[src/source/dwc_pkg.sv]
/* Shared widths, burst codes and address helpers for the 32-to-64 bit AXI upsizer */
`default_nettype none

package dwc_pkg;

  localparam int unsigned addr_width     = 32;
  localparam int unsigned slv_data_width = 32;
  localparam int unsigned mst_data_width = 64;
  localparam int unsigned slv_strb_width = slv_data_width / 8;
  localparam int unsigned mst_strb_width = mst_data_width / 8;
  // log2 of the wide byte count and the size of an upsized beat
  localparam int unsigned mst_max_size   = 3;

  localparam int unsigned len_width  = 8;
  localparam int unsigned size_width = 3;

  localparam logic [1:0] burst_fixed = 2'b00;
  localparam logic [1:0] burst_incr  = 2'b01;

  typedef enum logic [1:0] {
    mode_idle,
    mode_pass,
    mode_upsize
  } mode_e;

  // Clear the address bits below the given beat size
  function automatic logic [addr_width-1:0] aligned_addr(
    input logic [addr_width-1:0] addr,
    input logic [size_width-1:0] size
  );
    logic [addr_width-1:0] mask;
    mask = '1;
    mask = mask << size;
    return addr & mask;
  endfunction

  // FIXED bursts keep their address and INCR bursts step by one beat
  function automatic logic [addr_width-1:0] next_beat_addr(
    input logic [addr_width-1:0] addr,
    input logic [size_width-1:0] size,
    input logic [1:0]            burst
  );
    logic [addr_width-1:0] step;
    step = addr_width'(1) << size;
    if (burst == burst_fixed) begin
      return addr;
    end
    return aligned_addr(addr, size) + step;
  endfunction

endpackage

`default_nettype wire

[src/source/burst_planner.sv]
/* Burst planner: picks pass or upsize mode for a new request
   and works out the wide burst length and beat size */
`timescale 1ns/1ps
`default_nettype none

module burst_planner import dwc_pkg::*; (
  input  logic [addr_width-1:0] req_addr_i,
  input  logic [len_width-1:0]  req_len_i,
  input  logic [size_width-1:0] req_size_i,
  input  logic [1:0]            req_burst_i,
  input  logic [3:0]            req_cache_i,
  output mode_e                 mode_o,
  output logic [len_width-1:0]  wide_len_o,
  output logic [size_width-1:0] wide_size_o
);

  logic                  upsize;
  logic [addr_width-1:0] last_addr;
  logic [addr_width-1:0] wide_first;
  logic [addr_width-1:0] wide_last;
  logic [addr_width-1:0] span;

  // Only modifiable multi-beat INCR bursts get merged
  assign upsize = (req_burst_i == burst_incr) && req_cache_i[1] && (req_len_i != '0);

  // Address of the final narrow beat
  assign last_addr = aligned_addr(req_addr_i, req_size_i)
                   + (addr_width'(req_len_i) << req_size_i);

  assign wide_first = aligned_addr(req_addr_i, size_width'(mst_max_size));
  assign wide_last  = aligned_addr(last_addr, size_width'(mst_max_size));
  assign span       = (wide_last - wide_first) >> mst_max_size;

  always_comb begin
    if (upsize) begin
      mode_o      = mode_upsize;
      wide_len_o  = span[len_width-1:0];
      wide_size_o = size_width'(mst_max_size);
    end else begin
      // FIXED, single-beat and non-modifiable bursts go out as sent
      mode_o      = mode_pass;
      wide_len_o  = req_len_i;
      wide_size_o = req_size_i;
    end
  end

endmodule

`default_nettype wire

[src/source/write_upsizer.sv]
/* Write path of the upsizer: registers the wide AW and packs
   narrow W beats into byte lanes of the wide W register */
`timescale 1ns/1ps
`default_nettype none

module write_upsizer import dwc_pkg::*; (
  input  logic                      clk_i,
  input  logic                      rst_ni,
  input  logic [addr_width-1:0]     slv_aw_addr_i,
  input  logic [len_width-1:0]      slv_aw_len_i,
  input  logic [size_width-1:0]     slv_aw_size_i,
  input  logic [1:0]                slv_aw_burst_i,
  input  logic [3:0]                slv_aw_cache_i,
  input  logic                      slv_aw_valid_i,
  output logic                      slv_aw_ready_o,
  input  logic [slv_data_width-1:0] slv_w_data_i,
  input  logic [slv_strb_width-1:0] slv_w_strb_i,
  input  logic                      slv_w_last_i,
  input  logic                      slv_w_valid_i,
  output logic                      slv_w_ready_o,
  output logic [addr_width-1:0]     mst_aw_addr_o,
  output logic [len_width-1:0]      mst_aw_len_o,
  output logic [size_width-1:0]     mst_aw_size_o,
  output logic [1:0]                mst_aw_burst_o,
  output logic [3:0]                mst_aw_cache_o,
  output logic                      mst_aw_valid_o,
  input  logic                      mst_aw_ready_i,
  output logic [mst_data_width-1:0] mst_w_data_o,
  output logic [mst_strb_width-1:0] mst_w_strb_o,
  output logic                      mst_w_last_o,
  output logic                      mst_w_valid_o,
  input  logic                      mst_w_ready_i
);

  mode_e                     state_q;
  mode_e                     plan_mode;
  logic [len_width-1:0]      plan_len;
  logic [size_width-1:0]     plan_size;
  logic [addr_width-1:0]     addr_q;
  logic [addr_width-1:0]     next_addr;
  logic [len_width-1:0]      beats_q;
  logic [size_width-1:0]     size_q;
  logic                      aw_valid_q;
  logic                      w_valid_q;
  logic                      w_last_q;
  logic [mst_data_width-1:0] w_data_q;
  logic [mst_data_width-1:0] w_data_d;
  logic [mst_strb_width-1:0] w_strb_q;
  logic [mst_strb_width-1:0] w_strb_d;
  logic                      aw_acc;
  logic                      w_acc;
  logic                      emit;

  burst_planner i_planner (
    .req_addr_i  (slv_aw_addr_i),
    .req_len_i   (slv_aw_len_i),
    .req_size_i  (slv_aw_size_i),
    .req_burst_i (slv_aw_burst_i),
    .req_cache_i (slv_aw_cache_i),
    .mode_o      (plan_mode),
    .wide_len_o  (plan_len),
    .wide_size_o (plan_size)
  );

  assign slv_aw_ready_o = (state_q == mode_idle);
  assign aw_acc         = slv_aw_valid_i && slv_aw_ready_o;

  // No new narrow beat once the final wide beat sits in the register
  assign slv_w_ready_o = (state_q != mode_idle) && !aw_valid_q
                       && (!w_valid_q || mst_w_ready_i) && !(w_valid_q && w_last_q);
  assign w_acc         = slv_w_valid_i && slv_w_ready_o;

  assign mst_aw_valid_o = aw_valid_q;
  assign mst_w_data_o   = w_data_q;
  assign mst_w_strb_o   = w_strb_q;
  assign mst_w_last_o   = w_last_q;
  assign mst_w_valid_o  = w_valid_q;

  always_comb begin
    int unsigned lane;
    lane = (int'(addr_q[mst_max_size-1:0]) / slv_strb_width) * slv_strb_width;
    w_data_d = w_data_q;
    // A word that was emitted starts over with no strobes
    w_strb_d = w_valid_q ? '0 : w_strb_q;
    for (int b = 0; b < slv_strb_width; b++) begin
      w_data_d[8*(lane+b) +: 8] = slv_w_data_i[8*b +: 8];
      w_strb_d[lane+b]          = slv_w_strb_i[b];
    end
    next_addr = next_beat_addr(addr_q, size_q, mst_aw_burst_o);
    emit = (state_q != mode_upsize) || (beats_q == '0)
         || (aligned_addr(next_addr, size_width'(mst_max_size))
             != aligned_addr(addr_q, size_width'(mst_max_size)));
  end

  always_ff @(posedge clk_i or negedge rst_ni) begin
    if (!rst_ni) begin
      state_q    <= mode_idle;
      aw_valid_q <= 1'b0;
      w_valid_q  <= 1'b0;
      w_last_q   <= 1'b0;
      w_strb_q   <= '0;
    end else begin
      if (aw_acc) begin
        state_q    <= plan_mode;
        aw_valid_q <= 1'b1;
      end else if (mst_aw_ready_i) begin
        aw_valid_q <= 1'b0;
      end
      if (w_acc) begin
        w_strb_q  <= w_strb_d;
        w_last_q  <= slv_w_last_i;
        w_valid_q <= emit;
      end else if (w_valid_q && mst_w_ready_i) begin
        w_valid_q <= 1'b0;
        w_strb_q  <= '0;
        // Burst is done once the master takes the last wide beat
        if (w_last_q) begin
          state_q <= mode_idle;
        end
      end
    end
  end

  always_ff @(posedge clk_i) begin
    if (aw_acc) begin
      addr_q         <= slv_aw_addr_i;
      beats_q        <= slv_aw_len_i;
      size_q         <= slv_aw_size_i;
      mst_aw_addr_o  <= slv_aw_addr_i;
      mst_aw_len_o   <= plan_len;
      mst_aw_size_o  <= plan_size;
      mst_aw_burst_o <= slv_aw_burst_i;
      mst_aw_cache_o <= slv_aw_cache_i;
    end else if (w_acc) begin
      addr_q  <= next_addr;
      beats_q <= beats_q - len_width'(1);
    end
    if (w_acc) begin
      w_data_q <= w_data_d;
    end
  end

  // Wide W must wait for the wide AW handshake
  assert property (@(posedge clk_i) disable iff (!rst_ni)
    $rose(mst_w_valid_o) |-> !mst_aw_valid_o);

  assert property (@(posedge clk_i) disable iff (!rst_ni)
    mst_w_valid_o && !mst_w_ready_i |=> mst_w_valid_o && $stable(mst_w_data_o)
      && $stable(mst_w_strb_o) && $stable(mst_w_last_o));

endmodule

`default_nettype wire

[src/source/read_upsizer.sv]
/* Read path of the upsizer: registers the wide AR and steers
   bytes of each wide R beat onto the narrow R port */
`timescale 1ns/1ps
`default_nettype none

module read_upsizer import dwc_pkg::*; (
  input  logic                      clk_i,
  input  logic                      rst_ni,
  input  logic [addr_width-1:0]     slv_ar_addr_i,
  input  logic [len_width-1:0]      slv_ar_len_i,
  input  logic [size_width-1:0]     slv_ar_size_i,
  input  logic [1:0]                slv_ar_burst_i,
  input  logic [3:0]                slv_ar_cache_i,
  input  logic                      slv_ar_valid_i,
  output logic                      slv_ar_ready_o,
  output logic [slv_data_width-1:0] slv_r_data_o,
  output logic [1:0]                slv_r_resp_o,
  output logic                      slv_r_last_o,
  output logic                      slv_r_valid_o,
  input  logic                      slv_r_ready_i,
  output logic [addr_width-1:0]     mst_ar_addr_o,
  output logic [len_width-1:0]      mst_ar_len_o,
  output logic [size_width-1:0]     mst_ar_size_o,
  output logic [1:0]                mst_ar_burst_o,
  output logic [3:0]                mst_ar_cache_o,
  output logic                      mst_ar_valid_o,
  input  logic                      mst_ar_ready_i,
  input  logic [mst_data_width-1:0] mst_r_data_i,
  input  logic [1:0]                mst_r_resp_i,
  input  logic                      mst_r_last_i,
  input  logic                      mst_r_valid_i,
  output logic                      mst_r_ready_o
);

  mode_e                 state_q;
  mode_e                 plan_mode;
  logic [len_width-1:0]  plan_len;
  logic [size_width-1:0] plan_size;
  logic [addr_width-1:0] addr_q;
  logic [addr_width-1:0] next_addr;
  logic [len_width-1:0]  beats_q;
  logic [size_width-1:0] size_q;
  logic                  ar_valid_q;
  logic                  ar_acc;
  logic                  active;
  logic                  r_acc;
  logic                  word_done;

  burst_planner i_planner (
    .req_addr_i  (slv_ar_addr_i),
    .req_len_i   (slv_ar_len_i),
    .req_size_i  (slv_ar_size_i),
    .req_burst_i (slv_ar_burst_i),
    .req_cache_i (slv_ar_cache_i),
    .mode_o      (plan_mode),
    .wide_len_o  (plan_len),
    .wide_size_o (plan_size)
  );

  assign slv_ar_ready_o = (state_q == mode_idle);
  assign ar_acc         = slv_ar_valid_i && slv_ar_ready_o;
  assign mst_ar_valid_o = ar_valid_q;

  // R only flows once the wide AR has gone out
  assign active        = (state_q != mode_idle) && !ar_valid_q;
  assign slv_r_valid_o = active && mst_r_valid_i;
  assign slv_r_resp_o  = mst_r_resp_i;
  assign slv_r_last_o  = mst_r_last_i && (beats_q == '0);
  assign r_acc         = slv_r_valid_o && slv_r_ready_i;

  always_comb begin
    int unsigned lane;
    lane = (int'(addr_q[mst_max_size-1:0]) / slv_strb_width) * slv_strb_width;
    for (int b = 0; b < slv_strb_width; b++) begin
      slv_r_data_o[8*b +: 8] = mst_r_data_i[8*(lane+b) +: 8];
    end
    next_addr = next_beat_addr(addr_q, size_q, mst_ar_burst_o);
    word_done = (beats_q == '0)
              || (aligned_addr(next_addr, size_width'(mst_max_size))
                  != aligned_addr(addr_q, size_width'(mst_max_size)));
  end

  // In upsize mode the wide beat is held until its last narrow lane is used
  assign mst_r_ready_o = active && slv_r_ready_i
                       && ((state_q != mode_upsize) || word_done);

  always_ff @(posedge clk_i or negedge rst_ni) begin
    if (!rst_ni) begin
      state_q    <= mode_idle;
      ar_valid_q <= 1'b0;
    end else begin
      if (ar_acc) begin
        state_q    <= plan_mode;
        ar_valid_q <= 1'b1;
      end else if (mst_ar_ready_i) begin
        ar_valid_q <= 1'b0;
      end
      if (r_acc && (beats_q == '0)) begin
        state_q <= mode_idle;
      end
    end
  end

  always_ff @(posedge clk_i) begin
    if (ar_acc) begin
      addr_q         <= slv_ar_addr_i;
      beats_q        <= slv_ar_len_i;
      size_q         <= slv_ar_size_i;
      mst_ar_addr_o  <= slv_ar_addr_i;
      mst_ar_len_o   <= plan_len;
      mst_ar_size_o  <= plan_size;
      mst_ar_burst_o <= slv_ar_burst_i;
      mst_ar_cache_o <= slv_ar_cache_i;
    end else if (r_acc) begin
      addr_q  <= next_addr;
      beats_q <= beats_q - len_width'(1);
    end
  end

  assert property (@(posedge clk_i) disable iff (!rst_ni)
    mst_ar_valid_o |-> !slv_r_valid_o);

endmodule

`default_nettype wire

[src/source/axi_dw_upsizer_top.sv]
/* AXI data-width upsizer, 32-bit slave port to 64-bit master port */
`timescale 1ns/1ps
`default_nettype none

module axi_dw_upsizer_top import dwc_pkg::*; (
  input  logic                      clk_i,
  input  logic                      rst_ni,
  // Narrow slave side
  input  logic [addr_width-1:0]     slv_aw_addr_i,
  input  logic [len_width-1:0]      slv_aw_len_i,
  input  logic [size_width-1:0]     slv_aw_size_i,
  input  logic [1:0]                slv_aw_burst_i,
  input  logic [3:0]                slv_aw_cache_i,
  input  logic                      slv_aw_valid_i,
  output logic                      slv_aw_ready_o,
  input  logic [slv_data_width-1:0] slv_w_data_i,
  input  logic [slv_strb_width-1:0] slv_w_strb_i,
  input  logic                      slv_w_last_i,
  input  logic                      slv_w_valid_i,
  output logic                      slv_w_ready_o,
  output logic [1:0]                slv_b_resp_o,
  output logic                      slv_b_valid_o,
  input  logic                      slv_b_ready_i,
  input  logic [addr_width-1:0]     slv_ar_addr_i,
  input  logic [len_width-1:0]      slv_ar_len_i,
  input  logic [size_width-1:0]     slv_ar_size_i,
  input  logic [1:0]                slv_ar_burst_i,
  input  logic [3:0]                slv_ar_cache_i,
  input  logic                      slv_ar_valid_i,
  output logic                      slv_ar_ready_o,
  output logic [slv_data_width-1:0] slv_r_data_o,
  output logic [1:0]                slv_r_resp_o,
  output logic                      slv_r_last_o,
  output logic                      slv_r_valid_o,
  input  logic                      slv_r_ready_i,
  // Wide master side
  output logic [addr_width-1:0]     mst_aw_addr_o,
  output logic [len_width-1:0]      mst_aw_len_o,
  output logic [size_width-1:0]     mst_aw_size_o,
  output logic [1:0]                mst_aw_burst_o,
  output logic [3:0]                mst_aw_cache_o,
  output logic                      mst_aw_valid_o,
  input  logic                      mst_aw_ready_i,
  output logic [mst_data_width-1:0] mst_w_data_o,
  output logic [mst_strb_width-1:0] mst_w_strb_o,
  output logic                      mst_w_last_o,
  output logic                      mst_w_valid_o,
  input  logic                      mst_w_ready_i,
  input  logic [1:0]                mst_b_resp_i,
  input  logic                      mst_b_valid_i,
  output logic                      mst_b_ready_o,
  output logic [addr_width-1:0]     mst_ar_addr_o,
  output logic [len_width-1:0]      mst_ar_len_o,
  output logic [size_width-1:0]     mst_ar_size_o,
  output logic [1:0]                mst_ar_burst_o,
  output logic [3:0]                mst_ar_cache_o,
  output logic                      mst_ar_valid_o,
  input  logic                      mst_ar_ready_i,
  input  logic [mst_data_width-1:0] mst_r_data_i,
  input  logic [1:0]                mst_r_resp_i,
  input  logic                      mst_r_last_i,
  input  logic                      mst_r_valid_i,
  output logic                      mst_r_ready_o
);

  // Port names match one to one
  write_upsizer i_write_upsizer (.*);

  read_upsizer i_read_upsizer (.*);

  // B needs no conversion and passes straight through
  assign slv_b_resp_o  = mst_b_resp_i;
  assign slv_b_valid_o = mst_b_valid_i;
  assign mst_b_ready_o = slv_b_ready_i;

endmodule

`default_nettype wire

[config.mk]
export PLATFORM = sky130hd
export DESIGN_NAME = axi_dw_upsizer_top
export DESIGN_NICKNAME = d
export VERILOG_FILES = /design/src/source/dwc_pkg.sv /design/src/source/burst_planner.sv /design/src/source/write_upsizer.sv /design/src/source/read_upsizer.sv /design/src/source/axi_dw_upsizer_top.sv
export SDC_FILE = /design/constraint.sdc
export NUM_CORES = 1
export LEC_CHECK = 0
export ABC_CLOCK_PERIOD_IN_PS = 3800
export BUFFER_PORTS_ARGS = -buffer_cell sky130_fd_sc_hd__clkbuf_2
export CAP_MARGIN = 20
export CORE_MARGIN = 2
export CORE_UTILIZATION = 35
export DETAILED_ROUTE_END_ITERATION = 12
export PLACE_DENSITY_LB_ADDON = 0.3
export SLEW_MARGIN = 30
export SYNTH_ARGS = -nofsm -noshare
export SYNTH_HDL_FRONTEND = slang
export SYNTH_HIERARCHICAL = 1
export SYNTH_SLANG_ARGS = --single-unit
[constraint.sdc]
create_clock -name clk_i -period 3.8 [get_ports clk_i]
set_clock_uncertainty 0.2 [all_clocks]
set_input_delay 0.76 -clock clk_i [delete_from_list [all_inputs] [get_ports clk_i]]
set_output_delay 0.76 -clock clk_i [all_outputs]
set_load 0.01 [all_outputs]
## After elaboration in Yosys (flattened, before gate mapping)

Cells that the tools add are included.

- Word-level logic and storage cells: 183
- Output and inout bits: 218
- Register bits after elaboration: 264
- Bits of input ports: 216

- Shifts and indexed selects: 20
- Magnitude comparators: 8
- $add $sub $neg: 18
- Bitwise logic cells: 4
- Multiplexer cells: 49
- Reduce and logical (&&, ||, !) cells: 50
- Equality and inequality tests: 8

Operators by type and width:

| operator | count |
|---|---|
| 64-bit bitwise mux | 4 |
| 32-bit two-way mux | 8 |
| 8-bit by 34-bit variable shift with 64-bit output, first input constant | 4 |
| 8-bit by 34-bit indexed part select with 64-bit output | 4 |
| 64-bit by 33-bit indexed part select with 8-bit output | 3 |
| 32-bit negator with 34-bit output | 3 |
| 32-bit by 1-bit >= comparator with 1-bit output, second input constant | 3 |
| 32-bit by 4-bit less-than comparator with 1-bit output, second input constant | 3 |
| 8-bit two-way mux | 9 |
| 32-bit adder | 2 |
| 32-bit AND | 2 |
| 64-bit by 7-bit indexed part select with 8-bit output | 1 |
| 1-bit by 3-bit << shifter with 32-bit output, first input constant | 2 |
| 32-bit by 3-bit << shifter with 11-bit output, first input constant | 2 |
| 32-bit by 3-bit << shifter with 32-bit output, first input constant | 2 |
| 29-bit inequality test | 2 |
| 6-bit negator with 34-bit output | 1 |
| 8-bit bitwise mux | 4 |
| 1-bit logical AND | 23 |
| 11-bit adder | 2 |
| 11-bit AND | 2 |
| 8-bit by 3-bit << shifter with 11-bit output | 2 |
| 11-bit subtractor | 2 |
| 3-bit by 2-bit adder with 4-bit output, second input constant | 4 |
| 18 further kinds | 63 |

## Longest topological paths before layout

Gate-level depths: netlist of the first run.

- Depth after elaboration: 9
- Gate-level depth with buffers: 18
- Mapped depth without buffers: 18

## Hierarchy

Netlist of the first run, hierarchy kept.

Modules (own cells, without submodules):

| module | instances | area each (µm²) | sequential area each (µm²) | cells an instance |
|---|---|---|---|---|
| write_upsizer | 1 | 7096.8 | 4889.7 | 526 |
| read_upsizer | 1 | 3631.0 | 2147.1 | 276 |
| burst_planner | 2 | 1124.8 | 0.0 | 161 |
| axi_dw_upsizer_top | 1 | 30.0 | 0.0 | 4 |

## Worst setup path after synthesis of the first run

OpenSTA, ideal clock, no wires.

- Path type: input port to flip-flop
- Start point: input slv_ar_size_i[0]
- End point: register i_read_upsizer.mst_ar_len_o[7], data pin
- Stages: 16
- Arrival time: 3.843 ns
- Setup slack: -0.507 ns
- Data required time: 3.336 ns
- Library setup time: 0.264 ns
- Path buffers: 1
- Cells stage by stage: buf_2 mux2_2 o21ai_0 o21ai_0 ha_1 a21oi_1 a21oi_1 a2111oi_4 xnor2_1 ha_1 or2_2 a21oi_1 a31oi_1 xor2_1 xnor2_1 o21ai_1

- Cells in the longest elaborated chain, start to end: 5
- Elaborated cells on any way between the ends: 6
- Those cells by class: add/sub: 2; shift: 2; mux: 1; bitwise: 1

Ends and longest elaborated chain:

| what | line | source |
|---|---|---|
| start, declared | axi_dw_upsizer_top.sv:26 | `input logic [size_width-1:0] slv_ar_size_i,` |
| 32-bit by 3-bit << shifter with 11-bit output | dwc_pkg.sv:33 | `mask = mask << size;` |
| 11-bit AND | dwc_pkg.sv:34 | `return addr & mask;` |
| 11-bit adder (*) | burst_planner.sv:28 | `+ (addr_width'(req_len_i) << req_size_i);` |
| 11-bit subtractor (*) | burst_planner.sv:32 | `assign span = (wide_last - wide_first) >> mst_max_size;` |
| 8-bit two-way mux (*) | burst_planner.sv:35 | `if (upsize) begin` |
| net i_read_upsizer.plan_len[7] | read_upsizer.sv:37 | `logic [len_width-1:0] plan_len;` |
| end signal, assigned | read_upsizer.sv:110 | `mst_ar_len_o <= plan_len;` |
| end, declared | read_upsizer.sv:22 | `output logic [len_width-1:0] mst_ar_len_o,` |

The timed path passes the listed nets; every way through them passes the cells marked *.
A chain may end at the register's enable or synchronous reset.

## Worst setup path in the final report of the first run

- Start point: register i_read_upsizer.size_q[0]
- End point: output mst_r_ready_o

- Cells in the longest elaborated chain, start to end: 8
- Elaborated cells on any way between the ends: 9
- Those cells by class: add/sub: 1; eq/ne: 1; shift: 2; mux: 1; bitwise: 1; reduce/logical: 3

Ends and longest elaborated chain:

| what | line | source |
|---|---|---|
| start, declared | read_upsizer.sv:42 | `logic [size_width-1:0] size_q;` |
| start signal, assigned | read_upsizer.sv:108 | `size_q <= slv_ar_size_i;` |
| 32-bit by 3-bit << shifter with 32-bit output | dwc_pkg.sv:33 |  |
| 32-bit AND | dwc_pkg.sv:34 |  |
| 32-bit adder (*) | dwc_pkg.sv:48 | `return aligned_addr(addr, size) + step;` |
| 32-bit two-way mux (*) | dwc_pkg.sv:48 |  |
| 29-bit inequality test (*) | read_upsizer.sv:80 | `!= aligned_addr(addr_q, size_width'(mst_max_size)));` |
| 1-bit logical OR (*) | read_upsizer.sv:79 | `\|\| (aligned_addr(next_addr, size_width'(mst_max_size))` |
| 1-bit logical OR (*) | read_upsizer.sv:85 | `&& ((state_q != mode_upsize) \|\| word_done);` |
| 1-bit logical AND (*) | read_upsizer.sv:85 |  |
| end, declared | axi_dw_upsizer_top.sv:63 | `output logic mst_r_ready_o` |

Every way passes the cells marked *; elsewhere a longest branch is shown, timed or not.

==> results.sh, run 1 <==
export IMPL_hold_slack_ps=163
export IMPL_wl_met2_mm=19.0
export IMPL_fin_ws_ps=-285
export IMPL_clk_latency_ps=570
export IMPL_ys_types=81
export IMPL_crit_arrival_ps=3130
export IMPL_coreArea_um2=36600
export IMPL_grt_pass1_wl_mm=56.5
export IMPL_drc=0
export IMPL_ys_seq_area_share_pct=54.1
export IMPL_io_pins=434
export IMPL_first_pass_iters=5
export IMPL_outcome="complete, but fails checks"
export IMPL_layout_commonest_cell="clkbuf_2"
export IMPL_clk_pin_slew_ps=60
export IMPL_antenna_found_initial=3
export IMPL_port_buffers=421
export IMPL_maxCapViolations=0
export IMPL_worst_pin_slew_ps=888
export IMPL_area_delta_synth_final_pct=37.5
export IMPL_layout_nets=1937
export IMPL_drt_met1_wl_mm=15.8
export IMPL_ys_warn_count=6
export IMPL_ant_nets=0
export IMPL_synth_ff_type="edfxtp_1"
export IMPL_fin_crit_ps=4090
export IMPL_wl_met3_mm=2.26
export IMPL_drt_initial_drc_count=604
export IMPL_numCtsBuffers=28
export IMPL_rsz0062_at_grt="true"
export IMPL_reg2reg_slack_ps=400
export IMPL_num_vias=10600
export IMPL_cp_required_ps=2840
export IMPL_drt_wl_total_mm=38.0
export IMPL_worstReg2RegEnd="i_write_upsizer/addr_q[18]$_DFFE_PP_"
export IMPL_fin_crit_sh_pct=108
export IMPL_failed_checks="negative setup slack"
export IMPL_critPathKind="reg2out"
export IMPL_dp_hpwl_mm=29.0
export IMPL_die_area_um2=38700
export IMPL_power_density_nw_per_um2=556
export IMPL_dieWidth_um=197
export IMPL_cts_sinks=237
export IMPL_ys_ff_latch=237
export IMPL_start_kind="flip-flop"
export IMPL_die_y_um=197
export IMPL_initial_core_util_pct=35.5
export IMPL_rows=70
export IMPL_gp_congestion=0.866
export IMPL_netlist_area_um2=13000
export IMPL_highest_layer="met4"
export IMPL_synth_cells=1128
export IMPL_post_drt_wl_per_cell_um=17.6
export IMPL_hp_class="in2reg"
export IMPL_p_leak_nw=7.68
export IMPL_finalHoldViolations=0
export IMPL_vias_per_cell=4.91
export IMPL_synth_edff_count=221
export IMPL_syn_num_nets=1397
export IMPL_grt_usage_pct=18.7
export IMPL_endpoint="mst_r_ready_o"
export IMPL_async_flop_share_pct=6.75
export IMPL_grt_overflow=0
export IMPL_startpoint="i_read_upsizer/size_q[0]$_DFFE_PP_"
export IMPL_cts_tree="yes"
export IMPL_fin_util_pct=48.9
export IMPL_htree_levels=1
export IMPL_setup_viol_count_final=1
export IMPL_synth_avg_cell_area_um2=11.5
export IMPL_peakVddDrop_v=0.000439
export IMPL_grt_max_degree=75
export IMPL_slew_viol_final=0
export IMPL_worstRegToRegCells=9
export IMPL_drive_above_1_share_pct=44.5
export IMPL_final_cell_mix="clkbuf_2, edfxtp_1, buf_4"
export IMPL_grt_pass1_vias=10300
export IMPL_cts_root_buf="clkbuf_16"
export IMPL_cts_path_max_buffers=3
export IMPL_r2r_start="i_write_upsizer/size_q[1]$_DFFE_PP_"
export IMPL_critPathCaptureType="output pin"
export IMPL_relSlewSlack_pct=40.6
export IMPL_clock_fmax_mhz=245
export IMPL_path_max_fanout=4
metal layers:
| layer | track usage (%) | vias up |
|---|---|---|
| li1 | - | 5161 |
| met1 | 23.2 | 5047 |
| met2 | 33.2 | 345 |
| met3 | 3.32 | 53 |
| met4 | 5.35 | 0 |
| met5 | 0 | - |
worst max-delay path: stages (launching register included):
cell,delay [ps]
edfxtp_1,450
buf_4,170
nand2_2,70
and3b_2,210
ha_4,220
and4b_2,240
a2111oi_4,320
or2_4,210
mux2i_4,230
xnor2_1,90
a31oi_1,180
clkbuf_2,170
worst min-delay path by stage:
stage,start,endpoint,slack [ps],cells past startpoint
finish,slv_aw_addr_i[30],i_write_upsizer/mst_aw_addr_o[30]$_DFFE_PP_,160,1
global route,slv_aw_cache_i[0],i_write_upsizer/mst_aw_cache_o[0]$_DFFE_PP_,130,1
CTS,slv_aw_cache_i[0],i_write_upsizer/mst_aw_cache_o[0]$_DFFE_PP_,130,1
detailed placement,i_write_upsizer/mst_w_strb_o[2]$_DFFE_PN0P_,i_write_upsizer/mst_w_strb_o[2]$_DFFE_PN0P_,270,2
global placement,i_write_upsizer/mst_w_strb_o[1]$_DFFE_PN0P_,i_write_upsizer/mst_w_strb_o[1]$_DFFE_PN0P_,270,2
floorplan,rst_ni,i_read_upsizer/mst_ar_valid_o$_DFFE_PN0P_,260,0
logic make-up (layout without fill, tap and decap cells):
kind of cell / after synthesis / in the layout / synth area share (%)
AOI/OAI and AO/OA: 213 / 213 / 10.6
xor gates and xnor gates: 74 / 74 / 5.37
adders and majority gates: 53 / 53 / 5.33
buffers and inverters: 96 / 657 / 3.53
DFF: 237 / 237 / 54.1
muxes: 60 / 60 / 5.05
other: 0 / 3 / 0
and+or+nand+nor: 395 / 395 / 16.0
synth_stat cells, types with 3 or more instances:
cell type	instances	share of area, %
nor3_1	11	0.42
and2_1	47	2.3
a21o_1	6	0.35
o21ai_0	71	2.7
o21ai_1	11	0.42
buf_2	6	0.23
a21oi_1	43	1.7
and3b_1	4	0.27
nor2b_1	56	2.7
dfrtp_1	16	3.1
nand4b_1	3	0.20
ha_1	49	4.7
nor4_1	8	0.38
xor2_1	31	2.1
a211oi_1	5	0.29
mux2_2	45	3.9
o21a_1	13	0.75
edfxtp_1	221	51
nand3_1	17	0.65
a41o_1	3	0.23
nand2_1	122	3.5
clkbuf_1	35	1.0
o31ai_1	8	0.46
nand2b_1	12	0.58
a32o_1	4	0.31
and3_1	11	0.53
or2_2	7	0.34
o22ai_1	3	0.14
a31oi_1	13	0.63
inv_1	35	1.0
buf_6	7	0.61
a21boi_0	3	0.17
o2111ai_1	3	0.20
nor3b_1	4	0.23
nor2_1	65	1.9
fa_1	4	0.62
nand3b_1	4	0.23
mux2i_1	15	1.2
xnor2_1	39	2.6
buf_4	10	0.58
state kept, by name (all words and copies together), names as in the netlist, 3 cells and up:
name / count
i_read_upsizer/addr_q: 9
i_read_upsizer/beats_q: 8
i_read_upsizer/mst_ar_addr_o: 32
i_read_upsizer/mst_ar_cache_o: 4
i_write_upsizer/mst_aw_len_o: 8
i_write_upsizer/mst_aw_size_o: 3
i_read_upsizer/mst_ar_size_o: 3
i_write_upsizer/mst_w_strb_o: 8
i_write_upsizer/beats_q: 8
i_read_upsizer/size_q: 3
i_write_upsizer/addr_q: 28
i_read_upsizer/mst_ar_len_o: 8
i_write_upsizer/mst_aw_addr_o: 32
i_write_upsizer/mst_aw_cache_o: 4
i_write_upsizer/size_q: 3
i_write_upsizer/mst_w_data_o: 64
repair_timing:
item	in CTS	in global routing
gates resized for setup	42	49
hold buffers	1	0
endpoints found under the hold margin	16	0
buffers inserted	15	5
pin swaps	24	33
setup endpoints to repair	5	7
report_power, final:
part / internal (mW) / leakage [nW] / switching, mW
logic: 1.44 / 5.02 / 1.86
clock network: 1.43 / 0.409 / 1.13
registers: 3.72 / 2.25 / 0.352
metrics by stage:
stage | setup TNS, ps | cell area (um^2) | cells | worst slack (ps) | total power [mW]
final | -285 | 17900 | 2160 | -285 | 9.94
after global routing | -695 | 17900 | 2160 | -500 | 10.5
after CTS | -340 | 17700 | 2153 | -340 | 9.98
after detailed placement | -5570 | 16400 | 2086 | -710 | 7.30
after global placement | -4650 | 16400 | 2086 | -630 | 7.22
after floorplan | -1120 | 13100 | 1128 | -280 | 6.08
cell type report:
type                    count  area, um^2
clock inverters            20         169
inverters                  37         140
repair buffers            569        3320
well taps                 468         586
diodes                      3        7.51
flip-flops and latches    237        7040
multi-input cells         795        5920
fillers                  3374       18700
clock buffers              31         712
Power figures use the tool's default switching activity.
==> run 2: changes to the inputs <==
ABC_CLOCK_PERIOD_IN_PS = 4270   (was 3800)
clock period = 4.27 ns   (was 3.8 ns; I/O delays follow)
==> results.sh, run 2 (synthesis gave the netlist of run 1 again) <==
export IMPL_cts_path_max_buffers=3
export IMPL_critPathKind="reg2out"
export IMPL_clk_pin_slew_ps=60
export IMPL_worstReg2RegEnd="i_write_upsizer/addr_q[18]$_DFFE_PP_"
export IMPL_rows=70
export IMPL_drive_above_1_share_pct=41.3
export IMPL_stdcell_count=2124
export IMPL_ant_nets=0
export IMPL_post_place_ws_ps=-366
export IMPL_clk_latency_ps=570
export IMPL_grt_overflow=0
export IMPL_fin_ws_ps=78.2
export IMPL_fin_crit_ps=4190
export IMPL_grt_pass1_wl_mm=52.6
export IMPL_setup_viol_count_final=0
export IMPL_num_vias=10400
export IMPL_critPathCaptureType="output pin"
export IMPL_outcome="finished, final reports clean"
export IMPL_layout_nets=1904
export IMPL_endpoint="mst_r_ready_o"
export IMPL_die_area_um2=38700
export IMPL_htree_levels=1
export IMPL_antenna_found_initial=1
export IMPL_largest_reg_flops=64
export IMPL_port_buffers=421
export IMPL_maxCapViolations=0
export IMPL_cts_tree="yes"
export IMPL_place_area_um2=16200
export IMPL_die_y_um=197
export IMPL_dieWidth_um=197
export IMPL_drt_wl_total_mm=35.1
export IMPL_finalHoldViolations=0
export IMPL_startpoint="i_read_upsizer/size_q[1]$_DFFE_PP_"
export IMPL_p_leak_nw=7.50
export IMPL_path_max_fanout=8
export IMPL_rsz0062_at_grt="true"
export IMPL_slew_viol_final=0
export IMPL_r2r_start="i_write_upsizer/size_q[0]$_DFFE_PP_"
export IMPL_power_mw=8.94
export IMPL_post_drt_wl_per_cell_um=16.5
export IMPL_drt_initial_drc_count=606
export IMPL_grt_usage_pct=17.0
export IMPL_holdBufCountCts=0
export IMPL_grt_pass1_vias=9987
export IMPL_initial_core_util_pct=35.5
export IMPL_cp_required_ps=3220
export IMPL_clock_fmax_mhz=239
export IMPL_worst_pin_slew_ps=842
export IMPL_crit_arrival_ps=3140
export IMPL_io_pins=434
export IMPL_final_cell_mix="clkbuf_2, edfxtp_1, nand2_1"
export IMPL_peakVddDrop_v=0.000352
export IMPL_hp_class="in2async"
export IMPL_reg2reg_slack_ps=830
export IMPL_relSlewSlack_pct=43.6
export IMPL_fin_crit_sh_pct=98.2
export IMPL_finalInstanceArea_um2=17400
export IMPL_grt_max_degree=75
export IMPL_first_pass_iters=5
export IMPL_numCtsBuffers=29
export IMPL_layout_commonest_cell="clkbuf_2"
export IMPL_numPlacedInstances=2065
export IMPL_fillers=3419
export IMPL_start_kind="flip-flop"
export IMPL_gp_congestion=0.885
export IMPL_vias_per_cell=4.88
export IMPL_worstRegToRegCells=9
export IMPL_area_delta_synth_final_pct=33.6
export IMPL_power_density_nw_per_um2=515
export IMPL_dp_hpwl_mm=26.5
export IMPL_drc=0
export IMPL_num_antenna_cells=0
export IMPL_cts_root_buf="clkbuf_16"
export IMPL_cts_sinks=237
export IMPL_coreArea_um2=36600
## run 2: worst max-delay path, cell delays in order, from the launching register on
cell and delay (ps):
edfxtp_1 400, buf_6 160, buf_12 110, nor2_8 30, and2_1 150, ha_2 210, a21o_1 200, a211o_1 240
o21ai_2 170, or3b_1 370, nor4b_2 250, a31oi_1 120, buf_2 160
## run 2: timing repair
action,in CTS,in global routing
buffers inserted,5,1
cloned,0,1
gates resized for setup,23,7
pin swaps,6,10
endpoints found under the setup margin,1,1
## run 2: report_power, final
part / internal (mW) / leakage, nW / switching [mW]
sequential: 3.31 / 2.25 / 0.308
combinational: 1.21 / 4.76 / 1.59
clock: 1.52 / 0.485 / 1.02
total: 6.03 / 7.50 / 2.91
## run 2: metal layers
layer	up-vias	wire, um	GRT usage (%)
met5	-	13	0
met2	348	16500	28.5
met1	4863	15600	22.5
met4	2	826	5.18
met3	54	2160	2.86
li1	5102	-	-
## run 2: through the flow
| stage | util (%) | hold WS, ps | setup TNS (ps) |
|---|---|---|---|
| 2_1_floorplan | - | 276 | 0 |
| 3_3_place_gp | 44.3 | 267 | -1010 |
| 3_5_place_dp | 44.3 | 276 | -1970 |
| 4_1_cts | 47.4 | 42.2 | -26.5 |
| 5_1_grt | 47.5 | 70.0 | -62.0 |
| 6_report | 47.5 | 44.5 | 0 |
## run 2: area by class of cell
class / instances / area, um^2 / area share, %
clock buffer: 35 / 798 / 4.59
clock inverter: 17 / 196 / 1.13
inverter: 37 / 140 / 0.806
multi-input combinational: 795 / 5630 / 32.4
sequential: 237 / 7040 / 40.5
tap: 468 / 586 / 3.37
timing repair buffer: 535 / 2990 / 17.2
## run 2: how the worst min path moves through the flow
stage / from / endpoint / slack [ps] / cells past startpoint
floorplan: i_read_upsizer/state_q[0]$_DFFE_PN0P_ / i_read_upsizer/state_q[0]$_DFFE_PN0P_ / 280 / 2
global placement: i_write_upsizer/mst_w_strb_o[2]$_DFFE_PN0P_ / i_write_upsizer/mst_w_strb_o[2]$_DFFE_PN0P_ / 270 / 2
detailed placement: i_write_upsizer/mst_w_strb_o[2]$_DFFE_PN0P_ / i_write_upsizer/mst_w_strb_o[2]$_DFFE_PN0P_ / 280 / 2
CTS: rst_ni / i_write_upsizer/state_q[1]$_DFF_PN0_ / 40 / 1
global route: rst_ni / i_write_upsizer/mst_aw_valid_o$_DFFE_PN0P_ / 70 / 1
finish: rst_ni / i_write_upsizer/mst_w_strb_o[3]$_DFFE_PN0P_ / 40 / 1
